`config.mk`:
```
export PLATFORM = sky130hd
export DESIGN_NAME = lsu_agu
export DESIGN_NICKNAME = d
export VERILOG_FILES = /design/src/rtl/lsu_pkg.sv /design/src/rtl/lsu_agu.sv
export SDC_FILE = /design/constraint.sdc
export NUM_CORES = 1
export LEC_CHECK = 0
export BUFFER_PORTS_ARGS = -buffer_cell sky130_fd_sc_hd__buf_2
export CORE_AREA = 2 2 78 80
export DETAILED_ROUTE_END_ITERATION = 16
export DIE_AREA = 0 0 80 82
export PLACE_DENSITY = 0.78
export SYNTH_ARGS = -nofsm -noshare
export SYNTH_HDL_FRONTEND = slang
export SYNTH_SLANG_ARGS = --single-unit
```
`constraint.sdc`:
```
create_clock -name vclk -period 3.4
set_input_delay 0.68 -clock vclk [all_inputs]
set_output_delay 0.68 -clock vclk [all_outputs]
set_load 0.01 [all_outputs]
```
`src/rtl/lsu_pkg.sv`:
```
package lsu_pkg;

  // data memory shape
  localparam int unsigned DMEM_WORDS = 256;                    // depth in 32-bit words
  localparam int unsigned DMEM_WAIT  = 2;                      // busy cycles per access
  localparam int unsigned DMEM_AW    = $clog2(DMEM_WORDS);     // word index width
  localparam int unsigned WAIT_W     = $clog2(DMEM_WAIT + 1);  // wait counter width

  typedef logic [31:0]        word_t;      // data or address word
  typedef logic [3:0]         byte_en_t;   // bit i = byte i, little-endian
  typedef logic [4:0]         reg_idx_t;   // destination register
  typedef logic [DMEM_AW-1:0] dmem_idx_t;  // word index into the memory array
  typedef logic [WAIT_W-1:0]  wait_cnt_t;  // memory wait-state count

  // access size and extension, stores only use LB/LH/LW
  typedef enum logic [2:0] {
    LB,
    LH,
    LW,
    LBU,
    LHU
  } load_t;

  // operation as it comes from the issuer
  typedef struct packed {
    logic     dren;        // load
    logic     dwen;        // store
    logic     wen;         // writes rd on completion
    reg_idx_t rd;
    load_t    load_type;
    word_t    base;        // rs1 value
    word_t    offset;      // sign-extended immediate
    word_t    store_data;  // rs2 value, low lanes meaningful
  } ls_req_t;

  // operation after address generation
  typedef struct packed {
    logic     dren;
    logic     dwen;
    logic     wen;
    reg_idx_t rd;
    load_t    load_type;
    word_t    store_data;
    word_t    address;     // effective byte address
    byte_en_t byte_en;     // lanes touched
    logic     mal_addr;    // size/alignment mismatch
  } ls_addr_t;

  // data bus request
  typedef struct packed {
    logic     ren;
    logic     wen;
    word_t    addr;
    byte_en_t byte_en;
    word_t    wdata;       // already replicated across lanes
  } dbus_req_t;

endpackage

```
`src/rtl/lsu_agu.sv`:
```
`timescale 1ns/1ns

// address generation, purely combinational
module lsu_agu (
  input  lsu_pkg::ls_req_t  req,
  output lsu_pkg::ls_addr_t addr_out
);

  lsu_pkg::word_t    eff_addr;
  lsu_pkg::byte_en_t lanes;
  logic              misaligned;
  logic              mem_op;

  assign eff_addr = req.base + req.offset;  // wraps at 2^32 like the core adder
  assign mem_op   = req.dren | req.dwen;

  // lane mask from size and low address bits
  always_comb begin
    lanes      = 4'b0000;
    misaligned = 1'b0;
    case (req.load_type)
      lsu_pkg::LB, lsu_pkg::LBU: begin
        lanes = 4'b0001 << eff_addr[1:0];  // any byte is fine
      end
      lsu_pkg::LH, lsu_pkg::LHU: begin
        lanes      = eff_addr[1] ? 4'b1100 : 4'b0011;
        misaligned = eff_addr[0];        // odd halfword
      end
      lsu_pkg::LW: begin
        lanes      = 4'b1111;
        misaligned = |eff_addr[1:0];     // word not on a 4-byte boundary
      end
      default: begin
        lanes      = 4'b0000;
        misaligned = 1'b0;
      end
    endcase
  end

  // carry the control fields straight through
  assign addr_out.dren       = req.dren;
  assign addr_out.dwen       = req.dwen;
  assign addr_out.wen        = req.wen;
  assign addr_out.rd         = req.rd;
  assign addr_out.load_type  = req.load_type;
  assign addr_out.store_data = req.store_data;
  assign addr_out.address    = eff_addr;
  assign addr_out.byte_en    = lanes;
  assign addr_out.mal_addr   = misaligned & mem_op;  // only a memory op can fault

endmodule

```
After elaboration in Yosys (flattened, before gate mapping)
Cells that the tools add are included.

Add/subtract/negate cells: 1. Equality and inequality tests: 4. Shifts and indexed selects: 1. Mux-type cells: 3. Bitwise logic cells: 2. Reductions and logical operators: 4.

Operator list (count): $add A32 B32 Y32 (1); $pmux W4 S3 (1); $eq A3 B2 Y1 const B (2); $reduce_or A2 Y1 (3); $mux W4 (1); $shl A1 B2 Y4 const A (1); $eq A3 B1 Y1 const B (1); $eq A3 B3 Y1 const B (1); $logic_not A3 Y1 (1); $pmux W1 S2 (1); $and A1 B1 Y1 (1); $or A1 B1 Y1 (1).

Bits in registers: 0. Output and inout bits: 80. Word-level logic and storage cells: 15.

Depth between registers and ports, before layout
Gate-level depths: netlist of run 1.

Depth after elaboration: 4. Gate-level depth with buffers: 8. Gate-level depth less buffers: 8.

Worst setup path after synthesis of run 1
No wires, ideal clock.

Path kind: in2out. Start: input req[32] (netlist name). End: output addr_out[33] (netlist name). Arrival time: 2395 ps. Path slack: 325 ps. Stages: 8. Path buffers: 0. Path through: ha_1 fa_1 a21oi_1 o22ai_1 o21bai_1 a21oi_2 o21ba_2 o211a_1.

RTL lines: from (decl) (line lsu_agu.sv:5) `input lsu_pkg::ls_req_t req,`; to (decl) (line lsu_agu.sv:6) `output lsu_pkg::ls_addr_t addr_out`.

==> summary.md, run 1 <==
| Metric | Value |
|---|---|
| CP max FO | 6 |
| IO Count | 187 |
| First-pass GRT wire length | 9370 um |
| Synthesized instance count | 310 |
| DR WL/cell | 13.4 um |
| Worst path max stage delay | 0.48 ns |
| CP dominant cell by count | buf_2 |
| Port Buffers | 111 |
| Vias per cell | 5.25 |
| Final Non-Filler Cells | 463 |
| Dpl ws | -0.0480 ns |
| Post-detail-place hpwl | 5480 um |
| Register area | 0 sq um |
| Inst Count DP | 463 |
| Hold Fails Final Rpt | 0 |
| Part of the cycle the worst path needs | 98.5% |
| Total GRT Usage | 16.9% |
| Largest net degree at the start of global routing | 11 |
| Final antenna-violating net count | 0 |
| Synth Net Count | 449 |
| Critical path launch point type | primary input |
| Final Power | 0.593 mW |
| Maximum clock rate | 298 MHz |
| Post-route setup slack | 0.0495 ns |
| Count leader, synth | buf_4 |
| Leading post-synthesis cells by cell area | ha_1, buf_4, xnor2_1 |
| WP data arrival | 2.67 ns |
| DRT Wirelength | 6210 um |
| Cell area after layout | 2680 sq um |
| Area leader, netlist | ha_1 |
| Hold Startpoint | req[0] |
| ANT cells | 0 |
| Final setup violation count | 0 |
| DIE AREA | 6560 sq um |
| Tmin final | 3.35 ns |
| Max-cap violations | 0 |
| Fin nets | 529 |
| Chip height | 82 um |
| Most frequent cells after synthesis | buf_4, a21oi_1, ha_1, nand2_1, xnor2_1 |
| RSZ-0062 raised after global routing | yes |
| FP Rows | 28 |
| Hold Path Depth | 0 |
| Initial Util | 38.7% |
| Syn Area/Cell | 7.16 sq um |
| Post-synth cell types | 54 |
| Num sequential | 0 |
| Worst hold endpoint | addr_out[37] |
| Synth top area share | 17.5% |
| Slew of the pin with the lowest slew margin | 0.416 ns |
| CP cell instances | buf_2 > ha_1 > nand4_2 > nor3_2 > nor2_1 > o41ai_4 > a21oi_2 > xnor2_1 > buf_2 |
| Worst Hold Class | primary input to output port |
| CP required | 2.72 ns |
| DRT iter0 DRCs | 61 |
| Layout cell share with drive strength beyond 1 | 38.9% |
| Cell area after synthesis | 2220 sq um |
| Crit end category | output port |
| Sequential element share of the synthesized area | 0% |
| Die width | 80 um |
| Worst vdd ir | 0.000108 V |
| Crit path max-delay cell type | o41ai_4 |
| Critical path type | primary input to output port |
| Setup TNS | 0 ns |
| Number of detailed-route iterations in the first pass | 4 |
| Area Growth Syn to Fin | 20.5% |
| Vias post-DR | 2,432 |
| Global placement routability congestion | 0.832 |
| Vias in the first global route | 2,208 |
| Grt total ovfl | 0 |
| Slew Limit Fails | 0 |
| Status | finished clean |
| Rel. slew slack | 72.0% |
| Initial antenna violation count | 0 |
| Yosys warns | 0 |
| FILL cells | 610 |
| Dpl cell area | 2620 sq um |
| Number of clock buffers in the layout | 0 |
| Residual DRC count | 0 |
| Pwr dens | 222 nW/um^2 |
| Crit. Startpoint | req[72] |
| Leakage power | 1.32 nW |
| Total core area | 5750 sq um |
==> placed cells by master (no fill, tap or decap), drive strengths merged, types with 5 or more instances in the layout <==
master	instances
inv	6
nand2	28
a21o	7
buf	129
ha	31
xnor2	22
a21oi	39
nand4	5
nor2	19
o21ai	18
xor2	7
nor3	6
o21bai	6
nor2b	6
nand3	7
==> area by class of cell <==
| class | instances | area [sq um] | area share [%] |
|---|---|---|---|
| Timing Repair Buffer | 129 | 691 | 25.8 |
| Inverter | 6 | 22.5 | 0.842 |
| Multi-Input combinational cell | 253 | 1870 | 69.8 |
| Tap cell | 75 | 93.8 | 3.51 |
==> critical path, delay by kind of cell <==
family	cells	cell delay [ns]
buf+inv	2	0.27
compound gates	2	0.58
xor+xnor	1	0.19
fa+ha+maj	1	0.37
simple gates	3	0.56
==> what timing repair did <==
action | CTS | global route
hold buffers | 0 | 0
pin swaps | 0 | 2
setup buffers | 0 | 0
resized for setup | 0 | 11
setup endpoints to repair | 5 | 18
cloned | 0 | 0
==> where the power goes <==
part           internal (mW)  switching, mW
sequential                 0              0
clock                      0              0
combinational          0.270          0.323
total                  0.270          0.323
==> per-layer routing <==
layer	GRT usage, %	vias up	part of all wire (%)
met3	1.98	12	7.0
met4	2.03	0	0.95
met1	20.5	1072	42
li1	-	1258	-
met2	32.7	90	50
met5	0	-	0
==> worst max path at each step <==
stage	end	slack, ns	cells past startpoint
floorplan	addr_out[33]	0.32	8
global placement	addr_out[23]	0.01	10
detailed placement	addr_out[35]	-0.05	10
CTS	addr_out[35]	-0.06	10
global route	addr_out[34]	-0.07	9
finish	addr_out[34]	0.05	9
==> kinds of logic after synthesis <==
group / synth area share [%]
buf+inv: 18.5
simple gates: 20.1
xor+xnor: 11.4
compound gates: 31.2
mux: 0.451
fa+ha+maj: 18.4
==> through the flow <==
| step | util, % | hold slack, ns |
|---|---|---|
| 2_1_floorplan | - | 1.45 |
| 3_3_place_gp | 45.6 | 1.36 |
| 6_report | 46.6 | 1.36 |
| 5_1_grt | 46.6 | 1.36 |
| 4_1_cts | 45.6 | 1.36 |
| 3_5_place_dp | 45.6 | 1.36 |
No activity file was read; power rests on OpenSTA's default activity.
==> inputs of run 2 (changes only) <==
--- a/config.mk
+++ b/config.mk
@@ -6,10 +6,11 @@
 export NUM_CORES = 1
 export LEC_CHECK = 0
 export BUFFER_PORTS_ARGS = -buffer_cell sky130_fd_sc_hd__buf_2
-export CORE_AREA = 2 2 78 80
+export CORE_AREA = 2 2 70 89
 export DETAILED_ROUTE_END_ITERATION = 16
-export DIE_AREA = 0 0 80 82
+export DIE_AREA = 0 0 72 91
 export PLACE_DENSITY = 0.78
+export SETUP_SLACK_MARGIN = 0.2
 export SYNTH_ARGS = -nofsm -noshare
 export SYNTH_HDL_FRONTEND = slang
 export SYNTH_SLANG_ARGS = --single-unit
==> summary.md, run 2 (synthesis gave the netlist of run 1 again) <==
| Metric | Value |
|---|---|
| Initial antenna violation count | 0 (unchanged) |
| Part of the cycle the worst path needs | 93.6% (-4.9 points) |
| Cell area after layout | 3030 sq um (+13%) |
| Worst path max stage delay | 0.27 ns (-0.21 ns) |
| Largest net degree at the start of global routing | 11 (unchanged) |
| Crit path max-delay cell type | o2111ai_2 |
| Setup TNS | 0 ns (unchanged) |
| Total GRT Usage | 18.1% (+1.2 points) |
| Rel. slew slack | 72.8% (+0.78 points) |
| FP Rows | 31 (+11%) |
| FILL cells | 534 (-12%) |
| CP bufs+invs | 3 (+1) |
| ANT cells | 0 (unchanged) |
| Die width | 72 um (-10%) |
| Maximum clock rate | 314 MHz (+5.3%) |
| Crit end category | output port |
| Critical path's top delay family | compound AO/OA/AOI/OAI gates |
| Grt total ovfl | 0 (unchanged) |
| Port Buffers | 111 (unchanged) |
| Critical path launch point type | primary input |
| Post-route setup slack | 0.217 ns (+0.167 ns) |
| Dpl ws | -0.0392 ns (+0.00889 ns) |
| DIE AREA | 6550 sq um (-0.12%) |
| CP required | 2.72 ns (about the same) |
| Commonest non-fill, non-tap cell in the layout | buf_2 |
| Worst Hold Class | primary input to output port |
| Footprint of the multi-input gates | 2150 sq um (+15%) |
| Fin nets | 536 (+1.3%) |
| Vias post-DR | 2,590 (+6.5%) |
| Hold Fails Final Rpt | 0 (unchanged) |
| Status | finished clean |
| RSZ-0062 raised after global routing | yes |
| Register area | 0 sq um (unchanged) |
| Finished Core Util | 53.1% (+6.5 points) |
| Residual DRC count | 0 (unchanged) |
| Layout cell share with drive strength beyond 1 | 48.1% (+9.2 points) |
| Slew of the pin with the lowest slew margin | 0.404 ns (-0.0115 ns) |
| Post-detail-place hpwl | 5390 um (-1.7%) |
| Number of detailed-route iterations in the first pass | 7 (+3) |
| CP max FO | 3 (-3) |
| Total core area | 5700 sq um (-0.76%) |
| Tmin final | 3.18 ns (-0.167 ns) |
| First-pass GRT wire length | 10,200 um (+8.5%) |
| Dpl cell area | 2610 sq um (-0.43%) |
| Max-cap violations | 0 (unchanged) |
| Global placement routability congestion | 0.838 (+0.71%) |
| DRT iter0 DRCs | 42 (-31%) |
| Area Growth Syn to Fin | 36.3% |
| Num sequential | 0 (unchanged) |
| Slew Limit Fails | 0 (unchanged) |
| CP cell instances | buf_6 > ha_4 > buf_4 > a21oi_2 > o22ai_2 > o2111ai_2 > a31oi_2 > o31ai_2 > xnor2_1 > buf_2 |
| Pwr dens | 225 nW/um^2 (+1.6%) |
| Worst vdd ir | 0.000122 V (+13%) |
| Final setup violation count | 0 (unchanged) |
| Commonest cells after routing, fill and taps aside | buf_2, a21oi_1, nand2_1 |
| Leakage power | 1.39 nW (+4.8%) |
| DR WL/cell | 14.5 um (+8.0%) |
| Number of clock buffers in the layout | 0 (unchanged) |
| DRT Wirelength | 6690 um (+7.6%) |
| Chip height | 91 um (+11%) |
| IO Count | 187 (unchanged) |
| Vias in the first global route | 2,355 (+6.7%) |
| Critical path type | primary input to output port |
| Initial Util | 39.0% (+0.30 points) |
| Vias per cell | 5.62 (+7.0%) |
| WP data arrival | 2.50 ns (-0.17 ns) |
| Final antenna-violating net count | 0 (unchanged) |
## run 2: changes by cell type in the layout (fill, tap and decap cells not counted), moves of 4 or more
cell	previous run	this run
ha_1	31	15
ha_4	0	13
buf_4	18	25
buf_2	111	106
buf_6	0	5
a21oi_1	35	31
## run 2: final timing paths
check	slack [ns]	end	cells past startpoint	startpoint
max	0.22	addr_out[36]	10	req[68]
min	1.36	addr_out[57]	0	req[20]
## run 2: power by group
part	internal, mW	total, mW	switching [mW]
Combinational	0.324	0.681	0.358
Sequential	0	0	0
Clock	0	0	0
## run 2: timing repair
item                       4_1_cts  5_1_grt
setup buffers                    0        7
hold buffers                     0        0
gates resized for setup         20       43
pin swaps                        9       17
setup endpoints to repair       19       19
hold endpoints to repair         0        0
## run 2: layer usage
| metal | vias to the layer above | part of all wire (%) | wire [um] | track usage (%) |
|---|---|---|---|---|
| met1 | 1184 | 38 | 2570 | 20.7 |
| met3 | 16 | 6.5 | 435 | 2.77 |
| met2 | 116 | 53 | 3560 | 34.6 |
| met5 | - | 0 | 0 | 0 |
| met4 | 0 | 1.9 | 124 | 3.30 |
| li1 | 1274 | - | - | - |
## run 2: layout make-up
cell class	count	share of cell area, %
timing repair buffer	136	25.6
inverter	6	0.744
multi-input combinational	253	71.0
tap	66	2.73
## run 2: stage by stage
| step | hold slack [ns] | power, mW | std cells |
|---|---|---|---|
| floorplan | 1.45 | 0.422 | 310 |
| global route | 1.36 | 0.744 | 461 |
| finish | 1.36 | 0.681 | 461 |
| CTS | 1.36 | 0.607 | 454 |
| global placement | 1.36 | 0.585 | 454 |
| detailed placement | 1.36 | 0.586 | 454 |
