$ cat src/rtl/lsu_pkg.sv
package lsu_pkg;

  // data memory shape
  localparam int unsigned DMEM_WORDS = 256;                    // depth in 32-bit words
  localparam int unsigned DMEM_WAIT  = 2;                      // busy cycles per access
  localparam int unsigned DMEM_AW    = $clog2(DMEM_WORDS);     // word index width
  localparam int unsigned WAIT_W     = $clog2(DMEM_WAIT + 1);  // wait counter width

  typedef logic [31:0]        word_t;      // data or address word
  typedef logic [3:0]         byte_en_t;   // bit i = byte i, little-endian
  typedef logic [4:0]         reg_idx_t;   // destination register
  typedef logic [DMEM_AW-1:0] dmem_idx_t;  // word index into the memory array
  typedef logic [WAIT_W-1:0]  wait_cnt_t;  // memory wait-state count

  // access size and extension, stores only use LB/LH/LW
  typedef enum logic [2:0] {
    LB,
    LH,
    LW,
    LBU,
    LHU
  } load_t;

  // operation as it comes from the issuer
  typedef struct packed {
    logic     dren;        // load
    logic     dwen;        // store
    logic     wen;         // writes rd on completion
    reg_idx_t rd;
    load_t    load_type;
    word_t    base;        // rs1 value
    word_t    offset;      // sign-extended immediate
    word_t    store_data;  // rs2 value, low lanes meaningful
  } ls_req_t;

  // operation after address generation
  typedef struct packed {
    logic     dren;
    logic     dwen;
    logic     wen;
    reg_idx_t rd;
    load_t    load_type;
    word_t    store_data;
    word_t    address;     // effective byte address
    byte_en_t byte_en;     // lanes touched
    logic     mal_addr;    // size/alignment mismatch
  } ls_addr_t;

  // data bus request
  typedef struct packed {
    logic     ren;
    logic     wen;
    word_t    addr;
    byte_en_t byte_en;
    word_t    wdata;       // already replicated across lanes
  } dbus_req_t;

endpackage

$ cat src/rtl/lsu_load_extend.sv
`timescale 1ns/1ns

// picks the addressed lane out of the bus word and extends it
module lsu_load_extend (
  input  lsu_pkg::word_t    rdata,
  input  lsu_pkg::load_t    load_type,
  input  lsu_pkg::byte_en_t byte_en,
  output lsu_pkg::word_t    ext
);

  logic [7:0]  lane_b;  // selected byte
  logic [15:0] lane_h;  // selected halfword

  // lane select, little-endian only
  always_comb begin
    case (byte_en)
      4'b0010: lane_b = rdata[15:8];
      4'b0100: lane_b = rdata[23:16];
      4'b1000: lane_b = rdata[31:24];
      default: lane_b = rdata[7:0];   // lane 0
    endcase
    lane_h = byte_en[2] ? rdata[31:16] : rdata[15:0];  // upper half if lanes 2/3
  end

  // sign for LB/LH, zero for LBU/LHU
  always_comb begin
    case (load_type)
      lsu_pkg::LB: begin
        ext = {{24{lane_b[7]}}, lane_b};
      end
      lsu_pkg::LH: begin
        ext = {{16{lane_h[15]}}, lane_h};
      end
      lsu_pkg::LBU: begin
        ext = {24'h0, lane_b};
      end
      lsu_pkg::LHU: begin
        ext = {16'h0, lane_h};
      end
      lsu_pkg::LW: begin
        ext = rdata;                  // whole word untouched
      end
      default: begin
        ext = rdata;
      end
    endcase
  end

endmodule

$ cat config.mk
export PLATFORM = sky130hd
export DESIGN_NAME = lsu_load_extend
export DESIGN_NICKNAME = d
export VERILOG_FILES = /design/src/rtl/lsu_pkg.sv /design/src/rtl/lsu_load_extend.sv
export SDC_FILE = /design/constraint.sdc
export NUM_CORES = 1
export LEC_CHECK = 0
export ABC_AREA = 1
export BUFFER_PORTS_ARGS = -buffer_cell sky130_fd_sc_hd__buf_4
export CAP_MARGIN = 20
export CORE_ASPECT_RATIO = 1.5
export CORE_UTILIZATION = 38
export DETAILED_ROUTE_END_ITERATION = 8
export GPL_ROUTABILITY_DRIVEN = 0
export PLACE_DENSITY_LB_ADDON = 0.2
export SLEW_MARGIN = 15
export SYNTH_ARGS = -nofsm -noshare
export SYNTH_HDL_FRONTEND = slang
export SYNTH_SLANG_ARGS = --single-unit
$ cat constraint.sdc
create_clock -name vclk -period 4.6
set_input_delay 1.38 -clock vclk [all_inputs]
set_output_delay 1.38 -clock vclk [all_outputs]
set_load 0.005 [all_outputs]
After elaboration in Yosys (flattened, before gate mapping)
Index checks and enable logic that the tools add are counted.

Equality and inequality tests: 6. Mux-type cells: 3. Reduce and logical (&&, ||, !) cells: 1.

Operators by type and width (number): 32-bit case mux with 4 select lines (1); 8-bit case mux with 3 select lines (1); 16-bit two-way mux (1); 4-bit by 2-bit == test with 1-bit output (second input constant) (1); 4-bit by 3-bit == test with 1-bit output (second input constant) (1); 4-bit == test (second input constant) (1); 3-bit by 1-bit == test with 1-bit output (second input constant) (1); 3-bit by 2-bit == test with 1-bit output (second input constant) (1); 3-bit == test (second input constant) (1); 3-bit logical NOT (1).

Bits in registers: 0. Bits of input ports: 39. Output and inout port bits: 32. Word-level logic and storage cells: 10.

Depth between registers and ports, before layout
Gate-level depths: netlist of the first run.

Depth in word-level cells: 3. Depth in mapped cells: 9. Mapped depth without buffers: 8.

Worst setup path after synthesis of the first run
Ideal clock, no wire load.

Kind: input port to output port. Start point: input load_type[2]. End point: output ext[0]. Arrival: 2.177 ns. Required time: 3.220 ns. Path slack: 1.043 ns. Stages: 7. Buffers on the path: 0. Cells stage by stage: inv_1 nand3_2 nand2_4 inv_2 o21ai_2 nand2_1 nand3_1.

Cells in the longest elaborated chain, start to end: 2. Elaborated cells on any way between the ends: 5. Those cells by class: eq/ne (3); mux (1); reduce/logical (1).

Ends and longest elaborated chain: start, declared (RTL line lsu_load_extend.sv:6) `input lsu_pkg::load_t load_type,`; 3-bit == test (tied with other cells) (RTL line lsu_load_extend.sv:27) `case (load_type)`; 32-bit case mux with 4 select lines * (RTL line lsu_load_extend.sv:27); end, declared (RTL line lsu_load_extend.sv:8) `output lsu_pkg::word_t ext`.

Mark *: on every way between the ends. The rest lies on a longest branch, timed or not.

Worst setup path after layout of the first run
Start point: input byte_en[0]. End point: output ext[15].

Cells in the longest elaborated chain, start to end: 3. Elaborated cells on any way between the ends: 5. Those cells by class: eq/ne (3); mux (2).

Ends and longest elaborated chain: start, declared (RTL line lsu_load_extend.sv:7) `input lsu_pkg::byte_en_t byte_en,`; 4-bit == test (tied with other cells) (RTL line lsu_load_extend.sv:16) `case (byte_en)`; 8-bit case mux with 3 select lines * (RTL line lsu_load_extend.sv:16); 32-bit case mux with 4 select lines * (RTL line lsu_load_extend.sv:27).

Marked as above.

==> results of run 1 <==
routing by layer:
metal | vias up | track usage | share of wire
met4 | 0 | 0.0357 | 0
met2 | 57 | 0.521 | 0.56
li1 | 633 | - | -
met5 | - | 0 | 0
met3 | 0 | 0.0120 | 0.060
met1 | 570 | 0.292 | 0.38
cells by family (layout without fill, tap and decap cells):
group	after synthesis	count (layout)	synth area share
and+or+nand+nor	113	113	0.701
AOI/OAI and AO/OA	14	14	0.135
buffers and inverters	27	95	0.164
worst max-delay path by stage:
stage / endpoint / startpoint
floorplan: ext[0] / load_type[2]
CTS: ext[15] / byte_en[0]
global placement: ext[15] / byte_en[0]
finish: ext[15] / byte_en[0]
detailed placement: ext[15] / byte_en[0]
global route: ext[15] / byte_en[0]
through the flow:
stage               utilization  instance area (µm²)  setup WS (ns)
floorplan                     -                  741           1.04
global placement          0.695                 1270          0.670
detailed placement        0.695                 1270          0.588
CTS                       0.695                 1270          0.580
global route              0.695                 1270          0.470
finish                    0.695                 1270          0.589
cells in the final DEF (no fill, tap or decap):
cell / count
a21oi_1: 2
a21oi_2: 1
a21oi_4: 1
buf_4: 72
inv_1: 20
inv_2: 3
nand2_1: 60
nand2_2: 3
nand2_4: 2
nand3_1: 36
nand3_2: 2
nand4_1: 2
nor2_1: 6
nor2_2: 1
nor2_4: 1
o21ai_0: 2
o21ai_2: 2
o22ai_1: 6
cell type report:
type / instances / area (µm²)
Tap cell: 21 / 26.3
Timing Repair Buffer: 72 / 541
Inverter: 23 / 86.3
Fill cell: 177 / 558
Multi-Input combinational cell: 127 / 619
report_power, final:
part | total, mW | switching [mW] | internal (mW)
Sequential | 0 | 0 | 0
Combinational | 0.144 | 0.0672 | 0.0766
Clock | 0 | 0 | 0
Total | 0.144 | 0.0672 | 0.0766
==> summary.md, run 1 <==
| Metric | Value |
|---|---|
| Synth top cells by count | nand2_1, nand3_1, inv_1, nor2_1, o22ai_1 |
| CLK BUF | 0 |
| Avg Inst Size Synth | approximately 4.8 µm² |
| Initial DRC count | 41 |
| Final hold viol count | 0 |
| GRT Total Usage | 0.265 |
| Synth Cell Area | 741 µm² |
| Starting density of the core | 0.405 |
| Nets | 263 |
| Pwr per Cell Area | 113 nW/µm² |
| Post-DR wirelength/cell | ~12 µm |
| Total grt overflow | 0 |
| Worst-margin pin slew | 0.516 ns |
| Hold Path Origin | rdata[2] |
| CP bufs+invs | 2 |
| Worst rel slew slack | 0.655 |
| Die Y | approximately 56 µm |
| Ports | slightly above 70 |
| Synth Instances | around 150 |
| CP Max Fanout | 24 |
| Critical path depth | 9 |
| Ant. Diodes | 0 |
| Largest delay share family, worst path | simple AND/OR/NAND/NOR gates |
| Post-CTS setup buffer count | 0 |
| Final min period | roughly 4 ns |
| Max Clk Rate | 0.249 GHz |
| Final ANT Viol Nets | 0 |
| Vias/cell | between 5 and 6 |
| Hold Buf Count CTS | 0 |
| PortBufs | 71 |
| WP data arrival | 2.63 ns |
| DRC viols | 0 |
| Crit-path cells | buf_4 -> nor2_1 -> nand3_2 -> nor2_1 -> nor2_1 -> nand2_2 -> nand2_4 -> a21oi_1 -> buf_4 |
| Initial antenna violation count | 0 |
| Worst hold endpoint | ext[2] |
| Final critical-path share of the clock period | 0.872 |
| Die W | 38.1 µm |
| Leakage power | a little over 0.8 nW |
| Die Area | 2130 µm² |
| RSZ-0062 raised after global routing | false |
| Sequential cell area | 0 µm² |
| WP data required | 3.22 ns |
| Status | complete, no violations |
| DRT Pass-1 Iters | 4 |
| Post-Synthesis Net Count | 193 |
| Kind of critical path | in -> out |
| Final Max Slew Viols | 0 |
| Yosys top cell by area | nand2_1 |
| Post-synthesis sequential area ratio | 0 |
| # setup viols final | 0 |
| Warning count from the yosys run | 0 |
| Hold path cells | 4 |
| WHS | between 3 and 4 ns |
| Vias in the first global route | 1127 |
| CP Capture Type | output port |
| Max_cap viols | 0 |
| Setup_tns | 0 ns |
| Fraction of final layout cells sized beyond drive strength 1 | 0.396 |
| Slowest stage cell on the critical path | nand3_2 |
| Cts repair resizes | 0 |
| Worst Hold Class | in -> out |
| Largest net degree at the start of global routing | 25 |
| Rows | 19 |
| Most numerous cell in the Yosys netlist | nand2_1 |
| Yosys cell types | 20 |
| Crit path largest cell delay | 0.20 ns |
| Vias | 1260 |
| Placed insts | 243 |
| Yosys top cell area share | 0.304 |
| Core area | 1830 µm² |
| Most frequent CP cell | nor2_1 |
| First-pass GRT wire length | approximately 4400 µm |
| Critical Path Start Type | primary input |
| WL final | 2910 µm |
| Tot Pwr | approximately 0.14 mW |
| Dpl hpwl | 2280 µm |
| Area growth syn-to-layout | 71.8% |
| Post-Layout Cell Count | 243 |
| VDD IR max | 0.0000586 V |
| Seq Cell Count | 0 |
| Synth top area cells | nand2_1, nand3_1, inv_1 |
(Power assumes the default switching activity.)
==> run 2: changes to the inputs <==
--- a/config.mk
+++ b/config.mk
@@ -6,11 +6,11 @@
 export NUM_CORES = 1
 export LEC_CHECK = 0
 export ABC_AREA = 1
-export BUFFER_PORTS_ARGS = -buffer_cell sky130_fd_sc_hd__buf_4
 export CAP_MARGIN = 20
 export CORE_ASPECT_RATIO = 1.5
 export CORE_UTILIZATION = 38
 export DETAILED_ROUTE_END_ITERATION = 8
+export DONT_BUFFER_PORTS = 1
 export GPL_ROUTABILITY_DRIVEN = 0
 export PLACE_DENSITY_LB_ADDON = 0.2
 export SLEW_MARGIN = 15
==> run 2 against run 1 <==
Non-clock buffer count decreased by 72. Via count decreased by 21%. Clock-buffer cell count unchanged. Maximum frequency increased by 1.9%. Final cell count decreased by 30%. Power decreased by 52%. Setup slack improved by 0.076 ns. Sequential share of layout area unchanged. Global-route usage decreased by 5.7 points. Hold slack got worse by 0.17 ns. Design area decreased by 42%. Critical path depth decreased by 5. Largest cell class unchanged. Largest power group unchanged.
==> summary.md, run 2 (synthesized netlist as in run 1, its figures left out) <==
| Metric | Value |
|---|---|
| Critical Path Start Type | primary input (unchanged) |
| Hold path cells | 2 (was 4) |
| Status | complete, no violations (unchanged) |
| VDD IR max | 0.0000322 V (was 0.0000586 V) |
| GRT Total Usage | 0.208 (was 0.265) |
| Most frequent cells in the layout | nand2_1, nand3_1, inv_1 (was buf_4, nand2_1, nand3_1) |
| Crit path capture | ext[25] (was ext[15]) |
| Worst Setup SP | rdata[15] (was byte_en[0]) |
| Nets | 191 (was 263) |
| Final Max Slew Viols | 0 (unchanged) |
| Worst-margin pin slew | 0.714 ns (was 0.516 ns) |
| Core area | 1830 µm² (unchanged) |
| Leakage power | 0.454 nW (was 0.805 nW) |
| Final critical-path share of the clock period | 0.856 (was 0.872) |
| First-pass GRT wire length | 3500 µm (was 4420 µm) |
| Seq Cell Count | 0 (unchanged) |
| Die Area | 2130 µm² (unchanged) |
| Ant. Diodes | 0 (unchanged) |
| DRT Pass-1 Iters | 4 (unchanged) |
| WP data arrival | 2.56 ns (was 2.63 ns) |
| Final setup margin | 0.664 ns (was 0.589 ns) |
| RSZ-0062 raised after global routing | false (unchanged) |
| Placed Area | 732 µm² (was 1270 µm²) |
| Final min period | 3.94 ns (was 4.01 ns) |
| Hold Buf Count CTS | 0 (unchanged) |
| Final instance area | 732 µm² (was 1270 µm²) |
| DRC viols | 0 (unchanged) |
| Initial antenna violation count | 0 (unchanged) |
| Largest net degree at the start of global routing | 25 (unchanged) |
| Pwr per Cell Area | 94.3 nW/µm² (was 113 nW/µm²) |
| PortBufs | 0 (was 71) |
| CLK BUF | 0 (unchanged) |
| # setup viols final | 0 (unchanged) |
| Starting density of the core | 0.405 (unchanged) |
| Initial DRC count | 17 (was 41) |
| Ports | 71 (unchanged) |
| Final ANT Viol Nets | 0 (unchanged) |
| Worst rel slew slack | 0.523 (was 0.655) |
| CP Max Fanout | 16 (was 24) |
| Vias in the first global route | 846 (was 1127) |
| Max Clk Rate | 0.254 GHz (was 0.249 GHz) |
| WP data required | 3.22 ns (about the same) |
| Max_cap viols | 0 (unchanged) |
| Total grt overflow | 0 (unchanged) |
| Fraction of final layout cells sized beyond drive strength 1 | 0.107 (was 0.396) |
| Rows | 19 (unchanged) |
| Vias | 995 (was 1260) |
| Tot Pwr | 0.0690 mW (was 0.144 mW) |
| Die W | 38.1 µm (unchanged) |
| WHS | 2.86 ns (was 3.03 ns) |
| WL final | 2310 µm (was 2910 µm) |
| Placed insts | 171 (was 243) |
| Setup_tns | 0 ns (unchanged) |
| Worst Hold Class | in -> out (unchanged) |
| Post-DR wirelength/cell | 13.5 µm (was 12.0 µm) |
| Post-CTS setup buffer count | 0 (unchanged) |
| Most common cell after layout, fill and taps aside | nand2_1 (was buf_4) |
| CP Capture Type | output port (unchanged) |
| Sequential cell area | 0 µm² (unchanged) |
| Final hold viol count | 0 (unchanged) |
| Die Y | 56.1 µm (unchanged) |
| Setup WS pre-CTS | 0.645 ns (was 0.588 ns) |
| Post-Layout Cell Count | 171 (was 243) |
| Cts repair resizes | 0 (unchanged) |
| Kind of critical path | in -> out (unchanged) |
| Area growth syn-to-layout | -1.18% (was 71.8%) |
| Post-layout util | 0.400 (was 0.695) |
| Dpl hpwl | 1820 µm (was 2280 µm) |
| Vias/cell | 5.82 (was 5.19) |
run 2: cell types whose count changed in the layout (fill, tap and decap cells not counted), sizes merged:
cell | before | now
buf | 72 | 0
run 2: worst min path at each step:
| stage | startpoint | end | slack, ns |
|---|---|---|---|
| 3_5_place_dp | rdata[3] | ext[3] | 2.87 |
| 5_1_grt | rdata[2] | ext[2] | 2.88 |
| 2_1_floorplan | rdata[0] | ext[0] | 2.86 |
| 3_3_place_gp | rdata[3] | ext[3] | 2.87 |
| 4_1_cts | rdata[3] | ext[3] | 2.87 |
| 6_report | rdata[3] | ext[3] | 2.86 |
run 2: where the power goes:
group          switching (mW)  total [mW]  internal [mW]
Clock                       0           0              0
Combinational          0.0463      0.0690         0.0227
Sequential                  0           0              0
Total                  0.0463      0.0690         0.0227
run 2: layout make-up:
cell class | count | area (µm²)
multi-input combinational | 127 | 619
fill | 231 | 1100
tap | 21 | 26.3
inverter | 23 | 86.3
run 2: worst max-delay path, stage by stage:
cell	delay, ns
inv_1	0.03
o21ai_0	0.20
nand4_1	0.60
nand3_1	0.34
run 2: metal layers:
| metal | track usage | routed length [µm] | up-vias |
|---|---|---|---|
| met5 | 0 | 0 | - |
| met1 | 0.245 | 882 | 446 |
| met2 | 0.380 | 1220 | 52 |
| li1 | - | - | 493 |
| met4 | 0.0510 | 41 | 0 |
| met3 | 0.0120 | 165 | 4 |
