===== config.mk =====
export PLATFORM = sky130hd
export DESIGN_NAME = lsu_mem_stage
export DESIGN_NICKNAME = d
export VERILOG_FILES = /design/src/rtl/lsu_pkg.sv /design/src/rtl/lsu_mem_stage.sv
export SDC_FILE = /design/constraint.sdc
export NUM_CORES = 1
export LEC_CHECK = 0
export BUFFER_PORTS_ARGS = -buffer_cell sky130_fd_sc_hd__buf_2
export CAP_MARGIN = 25
export CORE_MARGIN = 3
export CORE_UTILIZATION = 30
export CTS_CLUSTER_SIZE = 16
export DETAILED_ROUTE_END_ITERATION = 16
export PLACE_DENSITY = 0.69
export SLEW_MARGIN = 20
export SYNTH_ARGS = -nofsm -noshare
export SYNTH_HDL_FRONTEND = slang
export SYNTH_SLANG_ARGS = --single-unit

===== constraint.sdc =====
create_clock -name CLK -period 1.7 [get_ports CLK]
set_input_delay 0.085 -clock CLK [delete_from_list [all_inputs] [get_ports CLK]]
set_output_delay 0.085 -clock CLK [all_outputs]
set_load 0.03 [all_outputs]

===== src/rtl/lsu_pkg.sv =====
package lsu_pkg;

  // data memory shape
  localparam int unsigned DMEM_WORDS = 256;                    // depth in 32-bit words
  localparam int unsigned DMEM_WAIT  = 2;                      // busy cycles per access
  localparam int unsigned DMEM_AW    = $clog2(DMEM_WORDS);     // word index width
  localparam int unsigned WAIT_W     = $clog2(DMEM_WAIT + 1);  // wait counter width

  typedef logic [31:0]        word_t;      // data or address word
  typedef logic [3:0]         byte_en_t;   // bit i = byte i, little-endian
  typedef logic [4:0]         reg_idx_t;   // destination register
  typedef logic [DMEM_AW-1:0] dmem_idx_t;  // word index into the memory array
  typedef logic [WAIT_W-1:0]  wait_cnt_t;  // memory wait-state count

  // access size and extension, stores only use LB/LH/LW
  typedef enum logic [2:0] {
    LB,
    LH,
    LW,
    LBU,
    LHU
  } load_t;

  // operation as it comes from the issuer
  typedef struct packed {
    logic     dren;        // load
    logic     dwen;        // store
    logic     wen;         // writes rd on completion
    reg_idx_t rd;
    load_t    load_type;
    word_t    base;        // rs1 value
    word_t    offset;      // sign-extended immediate
    word_t    store_data;  // rs2 value, low lanes meaningful
  } ls_req_t;

  // operation after address generation
  typedef struct packed {
    logic     dren;
    logic     dwen;
    logic     wen;
    reg_idx_t rd;
    load_t    load_type;
    word_t    store_data;
    word_t    address;     // effective byte address
    byte_en_t byte_en;     // lanes touched
    logic     mal_addr;    // size/alignment mismatch
  } ls_addr_t;

  // data bus request
  typedef struct packed {
    logic     ren;
    logic     wen;
    word_t    addr;
    byte_en_t byte_en;
    word_t    wdata;       // already replicated across lanes
  } dbus_req_t;

endpackage


===== src/rtl/lsu_mem_stage.sv =====
`timescale 1ns/1ns

// memory latch that holds one op while the data bus works on it
module lsu_mem_stage (
  input  logic                CLK,
  input  logic                nRST,
  input  logic                ena,       // issuer has a valid op on addr_in
  input  logic                flush,
  input  logic                halt,
  input  lsu_pkg::ls_addr_t   addr_in,
  input  logic                bus_busy,  // memory still working
  output lsu_pkg::dbus_req_t  bus_req,
  output lsu_pkg::ls_addr_t   held,
  output logic                busy_ls,   // back-pressure to the issuer
  output logic                done       // one-cycle completion pulse
);

  lsu_pkg::ls_addr_t held_q;
  logic              access;   // stage holds a read or a write
  logic              stall;
  logic              stall_q;  // stall history for the done edge
  logic              kill;     // flush or halt

  assign kill   = flush | halt;
  assign access = held_q.dren | held_q.dwen;
  assign stall  = bus_busy & access;

  // priority is kill, then a new op, then the completion clear
  // a new op presented in the done cycle replaces the finished one directly
  always_ff @(posedge CLK, negedge nRST) begin
    if (!nRST) begin
      held_q <= '0;
    end else if (kill) begin
      held_q <= '0;                   // whole stage dropped
    end else if (!stall && ena) begin
      held_q <= addr_in;
    end else if (!stall) begin
      // finished, misaligned or idle op is dropped so no access repeats
      held_q <= '0;
    end
  end

  // registered stall whose falling edge gives done
  always_ff @(posedge CLK, negedge nRST) begin
    if (!nRST) begin
      stall_q <= 1'b0;
    end else if (kill) begin
      stall_q <= 1'b0;                // cancelled op gives no done
    end else begin
      stall_q <= stall;
    end
  end

  assign done    = stall_q & ~stall;
  assign busy_ls = stall;             // high from the take edge until done
  assign held    = held_q;

  // a misaligned op never gets a bus strobe
  assign bus_req.ren     = held_q.dren & ~held_q.mal_addr;
  assign bus_req.wen     = held_q.dwen & ~held_q.mal_addr;
  assign bus_req.addr    = held_q.address;
  assign bus_req.byte_en = held_q.byte_en;

  // replicate store data so every enabled lane sees it
  always_comb begin
    bus_req.wdata = '0;
    case (held_q.load_type)         // store size reuses the load encoding
      lsu_pkg::LB, lsu_pkg::LBU: bus_req.wdata = {4{held_q.store_data[7:0]}};
      lsu_pkg::LH, lsu_pkg::LHU: bus_req.wdata = {2{held_q.store_data[15:0]}};
      lsu_pkg::LW:               bus_req.wdata = held_q.store_data;
      default:                   bus_req.wdata = '0;
    endcase
  end

  // a single op is either a load or a store on the bus
  a_one_strobe : assert property (
    @(posedge CLK) disable iff (!nRST)
    !(bus_req.ren && bus_req.wen)
  ) else $error("bus ren and wen high together");

  // done exactly when the memory lets go of a live access
  a_done_not_busy : assert property (
    @(posedge CLK) disable iff (!nRST)
    done == ($fell(bus_busy) && (bus_req.ren || bus_req.wen))
  ) else $error("done does not match the end of the bus access");

  // misaligned requests never keep the memory busy
  a_mal_off_bus : assert property (
    @(posedge CLK) disable iff (!nRST)
    held_q.mal_addr |-> !bus_busy
  ) else $error("misaligned request reached the bus");

endmodule


## Word level (Yosys, flattened, before mapping)

Index checks and enable logic that the tools add are counted.

- Word-level logic and storage cells: 33
- Bits in registers: 81

- Reduce and logical (&&, ||, !) cells: 5
- Equality and inequality tests: 5
- Bitwise gates (word level): 8
- Muxes and demuxes: 5

Operator list:

| cell | count |
|---|---|
| $mux 80 | 3 |
| $pmux 32 s3 | 1 |
| $eq 3x2->1 const B | 2 |
| $and 1x1->1 | 4 |
| $reduce_or 2->1 | 2 |
| $eq 3x1->1 const B | 1 |
| $eq 3x3->1 const B | 1 |
| $logic_not 3->1 | 1 |
| $ne 3x1->1 const B | 1 |
| $not 1->1 | 2 |
| $or 1x1->1 | 2 |
| $logic_and 1x1->1 | 1 |
| $logic_not 1->1 | 1 |
| $mux 1 | 1 |

## Longest topological paths before layout

Gate-level depths: netlist (run 1).

- Word-level depth: 6
- Mapped depth: 5

## Least setup slack after synthesis (run 1)

OpenSTA, ideal clock, no wires.

- Path kind: reg-to-output
- Start: register held_q (netlist bit held[70])
- End: output bus_req[16] (netlist name)
- Slack: -0.195 ns
- Data arrival time: 1.810 ns
- Cell stages (with the launch flop): 6
- Path through: dfrtp_1 buf_4 nor2b_1 buf_2 a21oi_1 o21ai_0

RTL lines:

| what | RTL line | RTL |
|---|---|---|
| start: declaration | lsu_mem_stage.sv:18 | `lsu_pkg::ls_addr_t held_q;` |
| start signal: assignment | lsu_mem_stage.sv:36 | `held_q <= addr_in;` |
| end: declaration | lsu_mem_stage.sv:12 | `output lsu_pkg::dbus_req_t bus_req,` |

==> out/results.ini, run 1 <==
[timing]
fin_crit_sh_pct = 108
finalWorstSetupSlack_ns = -0.139
max_freq_mhz = 544
worst_pin_slew_ns = 0.559
clock_skew_ns = 0.00412
finalSetupViolations = 21
hold_viol = 1
slew_headroom_pct = 62.7
maxSlewViolCount = 0
setup_tns_ns = -1.55
grt_setup_unrepaired = yes
period_needed_ns = 1.84
whs_ns = -0.00168

[final_layout]
nNetsFinal = 720
drive_gt1_share_pct = 51.4
fill_cells = 1051
num_antenna_cells = 0
syn2layout_area_growth_pct = 68.8
final_area_sq_um = 6530

[route]
dr.pass1.iters = 4
drc = 0
drt-met1-wl_microns = 5430
avgRoutedWirePerCell_microns = 17.7
dr_wl_met2_microns = 7420
wl_met3_microns = 1050
via_count = 3943
highest_layer = met4
drt-initial-drc-count = 165
drt-total-wl_microns = 14200
drtAntennaViolNets = 0
vias_per_cell = 4.90

[worst_setup_path]
worstSetupPathDepth = 6
start_kind = flop
critPathKind = flop to primary output
crit_required_ns = 1.62
r2r_cells = 4
slowest_stage = dfrtp_2
arrival_ns = 1.75
path_cells = buf_12 > xor2_4 > buf_6 > mux2i_1 > o21ai_1 > buf_4
critPathTopFamily = buffers and inverters
critPathMaxStageDelay_ns = 0.43
cp_max_fo = 7
end_kind = primary output
critPathBufInv = 3

[die]
core_sq_um = 12300
die_h_microns = 120
start_util_pct = 31.4
top_level_ports = 238
num_rows = 40
die_w_microns = 120
die_area_sq_um = 14300

[cts]
cts_buffers = 9
cts_tree = yes
htree_levels = 3
clockBufferDepth = 2
root_buffer = clkbuf_16
cts.clk_slew.worst_paths_ns = 0.06
clock_latency_ns = 0.34
cts_sinks = 81

[worst_hold_path]
worstHoldPathCells = 2
hold_class = input pin to flop

[yosys]
synth.distinct_cells = 23
yosysTopAreaCell = dfrtp_1
syn_area_per_cell_sq_um = 11.3
ys_ff_latch = 81
synth-xor-area-share_pct = 0.711
yosysSeqAreaShare_pct = 52.4
synth_nets = 427
synthMuxAreaShare_pct = 4.40
synth-simple-area-share_pct = 8.28
netlist_instances = 341
yosys-top-cells-area = dfrtp_1 52%, a22o_1 18%, buf_4 7.2%
ys_warn_count = 0
synthAdderAreaFrac_pct = 0
syn_area_sq_um = 3870
synth_top_area_share_pct = 52.4
synth_compound_area_share_pct = 24.2
synth_top_family_by_area = compound AO/OA/AOI/OAI gates

[outcome]
status = finished, violations left
violations = negative hold slack, negative setup slack

[power_and_ir_drop]
ir_worst_vdd_mv = 0.367
p_leak_nw = 3.52
powerDensity_nw_per_um2 = 727
power_mw = 4.75

[grt]
grt.overflow.total = 0
grt_pass1_vias = 4030
grt_pass1_wl_microns = 21600
grt_start_max_net_pins = 54
grt_antenna_before_repair = 0
grt_usage_pct = 19.4

[flow_run]
maxCapViolations = 0

[placement]
port_buffers = 237
dpl.hpwl_microns = 9170
routabilityCongestion = 0.754
dpl-instance-area_sq_um = 5080

## cells in the mapped netlist, drive strengths merged
cell	instances
a22o	80
clkbuf	12
o211ai	8
o21ai	26
dfrtp	81
a21oi	8
and2	17
nand2	24
mux2	8
nor2	2
and3	1
nor3b	1
nor3	1
mux2i	8
nor2b	12
buf	50
inv	1
xor2	1
## registers in the layout (all words and copies together), names as in the netlist
signal,count
stall_q,1
bus_req,36
held,44
## area by class of cell
| cell class | instances | area (sq um) | area share [%] |
|---|---|---|---|
| repair buffers | 344 | 2410 | 36.9 |
| flip-flops and latches | 81 | 2030 | 31.1 |
| multi-input cells | 197 | 1610 | 24.6 |
| clock buffers | 9 | 225 | 3.45 |
| well taps | 168 | 210 | 3.22 |
| clock inverters | 4 | 47.5 | 0.728 |
| inverters | 1 | 3.75 | 0.0575 |
## layout by cell type (no fill, tap or decap), types with 3 or more instances in the layout
| master | synthesis | routed |
|---|---|---|
| a21oi_1 | 8 | 6 |
| a22o_1 | 80 | 80 |
| and2_0 | 6 | 6 |
| and2_1 | 11 | 3 |
| and2_4 | 0 | 8 |
| buf_12 | 0 | 5 |
| buf_2 | 12 | 205 |
| buf_4 | 37 | 38 |
| buf_6 | 0 | 15 |
| clkbuf_16 | 0 | 9 |
| dfrtp_1 | 81 | 78 |
| dfrtp_2 | 0 | 3 |
| dlygate4sd3_1 | 0 | 80 |
| mux2_2 | 8 | 5 |
| mux2_4 | 0 | 3 |
| mux2i_1 | 8 | 8 |
| nand2_1 | 24 | 16 |
| nand2_2 | 0 | 5 |
| nand2_4 | 0 | 3 |
| nor2b_1 | 12 | 3 |
| nor2b_2 | 0 | 3 |
| nor2b_4 | 0 | 6 |
| o211ai_1 | 8 | 8 |
| o21ai_0 | 16 | 4 |
| o21ai_1 | 9 | 14 |
| o21ai_2 | 1 | 8 |
## layer usage
layer / track usage, % / vias to the layer above
li1: - / 1793
met5: 0 / -
met2: 35.1 / 210
met1: 21.8 / 1916
met3: 4.38 / 24
met4: 8.38 / 0
## cells by family (layout without fill, tap and decap cells)
group,Yosys count,count (layout)
flops,81,81
buf+inv,63,358
mux,16,16
simple gates,58,58
compound gates,122,122
xor+xnor,1,1
## worst paths after layout
path                                           start                       to  slack [ns]
worst min-delay path                     addr_in[70]     held[70]$_DFFE_PN0P_      -0.002
worst min register to register  held[73]$_DFFE_PN0P_     held[73]$_DFFE_PN0P_        0.50
worst max register to register  held[78]$_DFFE_PN0P_  bus_req[57]$_DFFE_PN0P_        0.22
min in group asynchronous                       nRST     held[49]$_DFFE_PN0P_        0.27
worst max-delay path            held[70]$_DFFE_PN0P_               bus_req[9]       -0.14
max in group asynchronous                       nRST     held[71]$_DFFE_PN0P_        0.79
## through the flow
step	setup WS [ns]	hold slack [ns]	instances	util (%)
5_1_grt	-0.196	0.00588	804	53.1
2_1_floorplan	-0.0308	-0.211	341	-
3_3_place_gp	0.143	0.0739	701	41.3
6_report	-0.139	-0.00168	804	53.1
3_5_place_dp	0.0968	0.0807	701	41.3
4_1_cts	-0.137	0.00220	802	52.0
## power by group
| group | internal (mW) | switching [mW] | total [mW] |
|---|---|---|---|
| combinational | 0.392 | 0.461 | 0.853 |
| clock | 1.11 | 0.751 | 1.86 |
| sequential | 1.98 | 0.0602 | 2.04 |
| total | 3.48 | 1.27 | 4.75 |
## repair_timing
item | CTS | global route
gates resized for setup | 55 | 44
gates cloned | 1 | 0
hold endpoints to repair | 111 | 0
hold buffers | 80 | 0
endpoints found under the setup margin | 32 | 32
buffers inserted | 7 | 2
pin swaps | 8 | 8
Note: power is estimated with default switching activity, not from simulation.
==> inputs of run 2 (changes only) <==
--- a/config.mk
+++ b/config.mk
@@ -12,6 +12,7 @@
 export CTS_CLUSTER_SIZE = 16
 export DETAILED_ROUTE_END_ITERATION = 16
 export PLACE_DENSITY = 0.69
+export RECOVER_POWER = 50
 export SLEW_MARGIN = 20
 export SYNTH_ARGS = -nofsm -noshare
 export SYNTH_HDL_FRONTEND = slang
==> run 2 against run 1 <==
Net effect:
- the flow finishes with violations (negative setup slack)
- register-to-register slack barely moved
- worst setup slack better by 0.0039 ns
- combinational power decreased by 2%
- largest power group unchanged
- via count increased by 0.23%
- largest cell class unchanged
- sequential power about the same
- highest routed layer unchanged
==> out/results.ini, run 2 (synthesized netlist as in run 1, its figures left out) <==
[outcome]
status = finished, violations left
violations = negative setup slack

[final_layout]
syn2layout_area_growth_pct = 66.5
final_cell_count_no_fill = 804
drive_gt1_share_pct = 41.7
most-common-layout-cells = 143 x buf_2, 80 x a22o_1, 80 x dlygate4sd3_1, 78 x dfrtp_1, 62 x clkbuf_1
num_antenna_cells = 0
fill_cells = 1094
final_common_cell = buf_2
largest_reg_flops = 44
final_area_sq_um = 6440
nNetsFinal = 720

[power_and_ir_drop]
p_leak_nw = 3.25
ir_worst_vdd_mv = 0.366
p_switching_mw = 1.28
p_comb_share_pct = 17.7
power_mw = 4.74
swShare_pct = 26.9
powerDensity_nw_per_um2 = 736
p_clk_share_pct = 39.3
pwr-share-seq_pct = 43.1
p_int_mw = 3.46

[grt]
grt_pass1_wl_microns = 21600
grt_pass1_vias = 4030
grt_antenna_before_repair = 0
grt_usage_pct = 19.4
grt_start_max_net_pins = 54
grt.overflow.total = 0

[cts]
cts_tree = yes
root_buffer = clkbuf_16
clockBufferDepth = 2
cts.clk_slew.worst_paths_ns = 0.06
cts_buffers = 9
cts_sinks = 81
clock_latency_ns = 0.34
htree_levels = 3

[timing]
grt_setup_unrepaired = yes
worst_pin_slew_ns = 0.917
whs_ns = 0.0000412
maxSlewViolCount = 0
hold_viol = 0
finalWorstSetupSlack_ns = -0.135
clock_skew_ns = 0.00425
period_needed_ns = 1.84
finalSetupViolations = 23
slew_headroom_pct = 38.9
setup_tns_ns = -1.52
fin_crit_sh_pct = 108
max_freq_mhz = 545

[worst_setup_path]
critPathBufInv = 3
critPathTopFamily = buffers and inverters
critPathMaxStageDelay_ns = 0.43
start_kind = flop
slowest_stage = dfrtp_2
end_kind = primary output
crit_required_ns = 1.62
r2r-start = held[78]$_DFFE_PN0P_
critPathKind = flop to primary output
path_cells = buf_12 > xor2_4 > buf_6 > mux2i_1 > o21ai_1 > buf_4
arrival_ns = 1.75
cp_max_fo = 7
critPathLaunch = held[70]$_DFFE_PN0P_

[die]
num_rows = 40
core_sq_um = 12300
start_util_pct = 31.4
die_area_sq_um = 14300
top_level_ports = 238
die_w_microns = 120
die_h_microns = 120

[route]
via_count = 3952
drt-initial-drc-count = 170
dr.pass1.iters = 6
drtAntennaViolNets = 0
avgRoutedWirePerCell_microns = 17.7
drt-total-wl_microns = 14200
drc = 0
vias_per_cell = 4.92

[placement]
dpl-instance-area_sq_um = 5080
dp.cells = 701
routabilityCongestion = 0.754
port_buffers = 237
dpl.hpwl_microns = 9170

[worst_hold_path]
holdCritStartpoint = addr_in[70]
hold_class = input pin to flop

[flow_run]
maxCapViolations = 0

-- run 2: cell types whose count changed in the layout (fill, tap and decap cells not counted), sizes merged --
| cell | before | now |
|---|---|---|
| buf | 264 | 201 |
| clkbuf | 9 | 72 |
-- run 2: per-layer routing --
layer / GRT usage (%) / part of all wire (%)
met1: 21.8 / 38
met2: 35.1 / 52
met3: 4.38 / 7.5
met4: 8.38 / 2.6
met5: 0 / 0
-- run 2: per-stage QoR --
step / worst slack (ns) / util (%)
floorplan: -0.0308 / -
global placement: 0.143 / 41.3
detailed placement: 0.0968 / 41.3
CTS: -0.137 / 52.0
global route: -0.196 / 52.3
finish: -0.135 / 52.3
-- run 2: path summary, 6_finish.rpt --
path | endpoint | slack, ns | cells after the start
max | bus_req[9] | -0.14 | 6
min | held[70]$_DFFE_PN0P_ | 0.00004 | 2
max reg2reg | bus_req[40]$_DFFE_PN0P_ | 0.21 | 4
min reg2reg | held[73]$_DFFE_PN0P_ | 0.51 | 1
max in group asynchronous | held[69]$_DFFE_PN0P_ | 0.31 | 3
min in group asynchronous | held[49]$_DFFE_PN0P_ | 0.43 | 2
-- run 2: cell type report --
class / count / area [sq um] / share of cell area, %
clock buffer: 9 / 225 / 3.50
clock inverter: 4 / 47.5 / 0.738
inverter: 1 / 3.75 / 0.0583
multi-input combinational: 197 / 1610 / 24.9
sequential: 81 / 2030 / 31.5
tap: 168 / 210 / 3.26
timing repair buffer: 344 / 2320 / 36.0
-- run 2: repair_timing --
action,4_1_cts,5_1_grt
endpoints found under the setup margin,32,32
hold endpoints to repair,111,0
pin swaps,8,8
resized for setup,55,44
gates cloned,1,0
hold buffers,80,0
setup buffers,7,2
-- run 2: power groups by stage --
stage               logic [mW]  clock network (mW)  registers, mW
finish                   0.837                1.86           2.04
global route             0.891                1.99           2.05
CTS                      0.835                1.91           2.04
detailed placement       0.652                   0           2.07
global placement         0.644                   0           2.07
floorplan                0.279                   0           2.16
==> inputs of run 3 (changes only) <==
--- a/config.mk
+++ b/config.mk
@@ -5,6 +5,7 @@
 export SDC_FILE = /design/constraint.sdc
 export NUM_CORES = 1
 export LEC_CHECK = 0
+export ABC_AREA = 1
 export BUFFER_PORTS_ARGS = -buffer_cell sky130_fd_sc_hd__buf_2
 export CAP_MARGIN = 25
 export CORE_MARGIN = 3
==> run 3 against run 2 <==
Net effect:
- register-to-register slack better by 0.04 ns
- the run now ends clean
- power rose by 5.5%
- global-route usage grew 0.61 points
==> out/results.ini, run 3 <==
[yosys]
syn_area_sq_um = 4050
synth_edf_count = 0
synthTopCellsByCount = 198 x nand2_1, 81 x dfrtp_1, 80 x nand4_1, 39 x nand3_1, 36 x buf_4
synth_top_area_share_pct = 50.0
async_flop_share_pct = 100
yosysSeqAreaShare_pct = 50.0
synth.most_common_cell = nand2_1
synth.distinct_cells = 16
synth_nets = 590
ys.flop_type = dfrtp_1
syn_area_per_cell_sq_um = 8.04
netlist_instances = 504
ys_warn_count = 0
yosys-top-cells-area = dfrtp_1 50%, nand2_1 18%, nand4_1 12%
yosysTopAreaCell = dfrtp_1
ys_ff_latch = 81

[worst_setup_path]
regToRegEndpoint = held[78]$_DFFE_PN0P_
cp_common_cell = buf_6
slowest_stage = dfrtp_2
cp_max_fo = 7
r2r-start = held[78]$_DFFE_PN0P_
critPathKind = flop to primary output
r2r_cells = 7
arrival_ns = 1.61
setup.reg_to_reg.worst_slack_ns = 0.25
crit_required_ns = 1.62
end_kind = primary output
path_cells = o21ai_2 > buf_6 > buf_6 > nand2_1 > o21ai_1 > buf_4
start_kind = flop
critPathMaxStageDelay_ns = 0.45

[route]
avgRoutedWirePerCell_microns = 16.7
drc = 0
dr.pass1.iters = 5
drt-initial-drc-count = 274
vias_per_cell = 4.93
drtAntennaViolNets = 0
via_count = 4662
drt-total-wl_microns = 15800

[cts]
cts_tree = yes
htree_levels = 3
clock_latency_ns = 0.33
clockBufferDepth = 2
cts.clk_slew.worst_paths_ns = 0.06
cts_buffers = 9
root_buffer = clkbuf_16
cts_sinks = 81

[timing]
grt_setup_unrepaired = yes
worst_pin_slew_ns = 1.04
hold_viol = 0
finalWorstSetupSlack_ns = 0.00938
slew_headroom_pct = 30.7
maxSlewViolCount = 0
clock_skew_ns = 0.00729
setup_tns_ns = 0
whs_ns = 0.00513
fin_crit_sh_pct = 99.4
finalSetupViolations = 0
max_freq_mhz = 591
period_needed_ns = 1.69

[grt]
grt-busiest-layer = met2
grt.overflow.total = 0
grtUsageMet2_pct = 32.7
grtUsageMet1_pct = 24.9
grt_usage_pct = 20.0
grt_pass1_vias = 4326
grtUsageMet3_pct = 6.36
grt_pass1_wl_microns = 23300
grt_antenna_before_repair = 5
grt_start_max_net_pins = 60

[die]
num_rows = 41
core_sq_um = 12900
top_level_ports = 238
die_h_microns = 122
die_area_sq_um = 14900
start_util_pct = 31.3
die_w_microns = 122

[final_layout]
multiInputGateArea_sq_um = 1610
num_antenna_cells = 0
syn2layout_area_growth_pct = 57.4
nNetsFinal = 855
largest_reg_flops = 44
most-common-layout-cells = 189 x nand2_1, 143 x buf_2, 80 x nand4_1, 78 x dfrtp_1, 63 x clkbuf_1
final_common_cell = nand2_1
drive_gt1_share_pct = 31.8
fill_cells = 1239
seqCellArea_sq_um = 2030

[power_and_ir_drop]
p_leak_nw = 3.52
ir_worst_vdd_mv = 0.419
powerDensity_nw_per_um2 = 784

[placement]
place_ws_ns = 0.242
port_buffers = 237
routabilityCongestion = 0.790
dpl.hpwl_microns = 10400

[flow_run]
maxCapViolations = 0

[outcome]
status = finished, final reports clean

[worst_hold_path]
hold_class = input pin to flop
holdPathEnd = bus_req[61]$_DFFE_PN0P_
holdCritStartpoint = addr_in[30]
worstHoldPathCells = 3

run 3: per-layer routing:
metal	wire length, microns	up-vias
li1	-	2178
met1	6330	2170
met2	7560	261
met3	1430	43
met4	374	10
met5	59	-
run 3: power breakdown:
| part | internal, mW | switching [mW] | leakage, nW |
|---|---|---|---|
| Combinational | 0.319 | 0.510 | 2.25 |
| Clock | 1.33 | 0.800 | 0.159 |
| Sequential | 1.98 | 0.0598 | 1.11 |
| Total | 3.63 | 1.37 | 3.52 |
run 3: logic make-up after synthesis:
| kind of cell | after synthesis | share of synthesized area (%) |
|---|---|---|
| and+or+nand+nor | 332 | 37.7 |
| buffers and inverters | 89 | 12.0 |
| DFF | 81 | 50.0 |
| AOI/OAI and AO/OA | 2 | 0.340 |
run 3: layout make-up:
type / instances / share of cell area (%)
clock buffers: 10 / 3.75
clock inverters: 6 / 1.41
inverters: 16 / 1.00
multi-input cells: 334 / 25.3
flip-flops and latches: 81 / 31.8
well taps: 172 / 3.38
repair buffers: 327 / 33.3
run 3: worst max path at each step:
stage                         startpoint          end  slack, ns  depth (start not counted)
finish              held[70]$_DFFE_PN0P_  bus_req[22]      0.009                          6
global route        held[69]$_DFFE_PN0P_  bus_req[22]      -0.05                          6
CTS                 held[70]$_DFFE_PN0P_  bus_req[29]      0.001                          7
detailed placement  held[69]$_DFFE_PN0P_  bus_req[29]       0.24                          6
global placement    held[69]$_DFFE_PN0P_  bus_req[29]       0.25                          6
floorplan           held[70]$_DFFE_PN0P_  bus_req[10]       0.18                          5
run 3: metrics by stage:
stage               utilization, %  total power, mW  instance area (sq um)  instances
CTS                           48.0             5.05                   6210        936
finish                        49.3             5.00                   6380        946
floorplan                        -             2.46                   4050        504
detailed placement            40.5             2.76                   5240        859
global placement              40.5             2.75                   5240        859
global route                  49.3             5.23                   6380        946
run 3: timing repair:
action,4_1_cts,5_1_grt
gates cloned,0,1
pin swaps,0,2
hold buffers,61,1
gates resized for setup,12,87
setup buffers,0,8
setup endpoints to repair,31,32
hold endpoints to repair,97,1
run 3: worst max-delay path, delay by kind of cell (launching register included):
family | cells | cell delay, ns
buffers and inverters | 3 | 0.46
AO/OA/AOI/OAI | 2 | 0.30
flip-flops | 1 | 0.45
AND/OR/NAND/NOR | 1 | 0.07
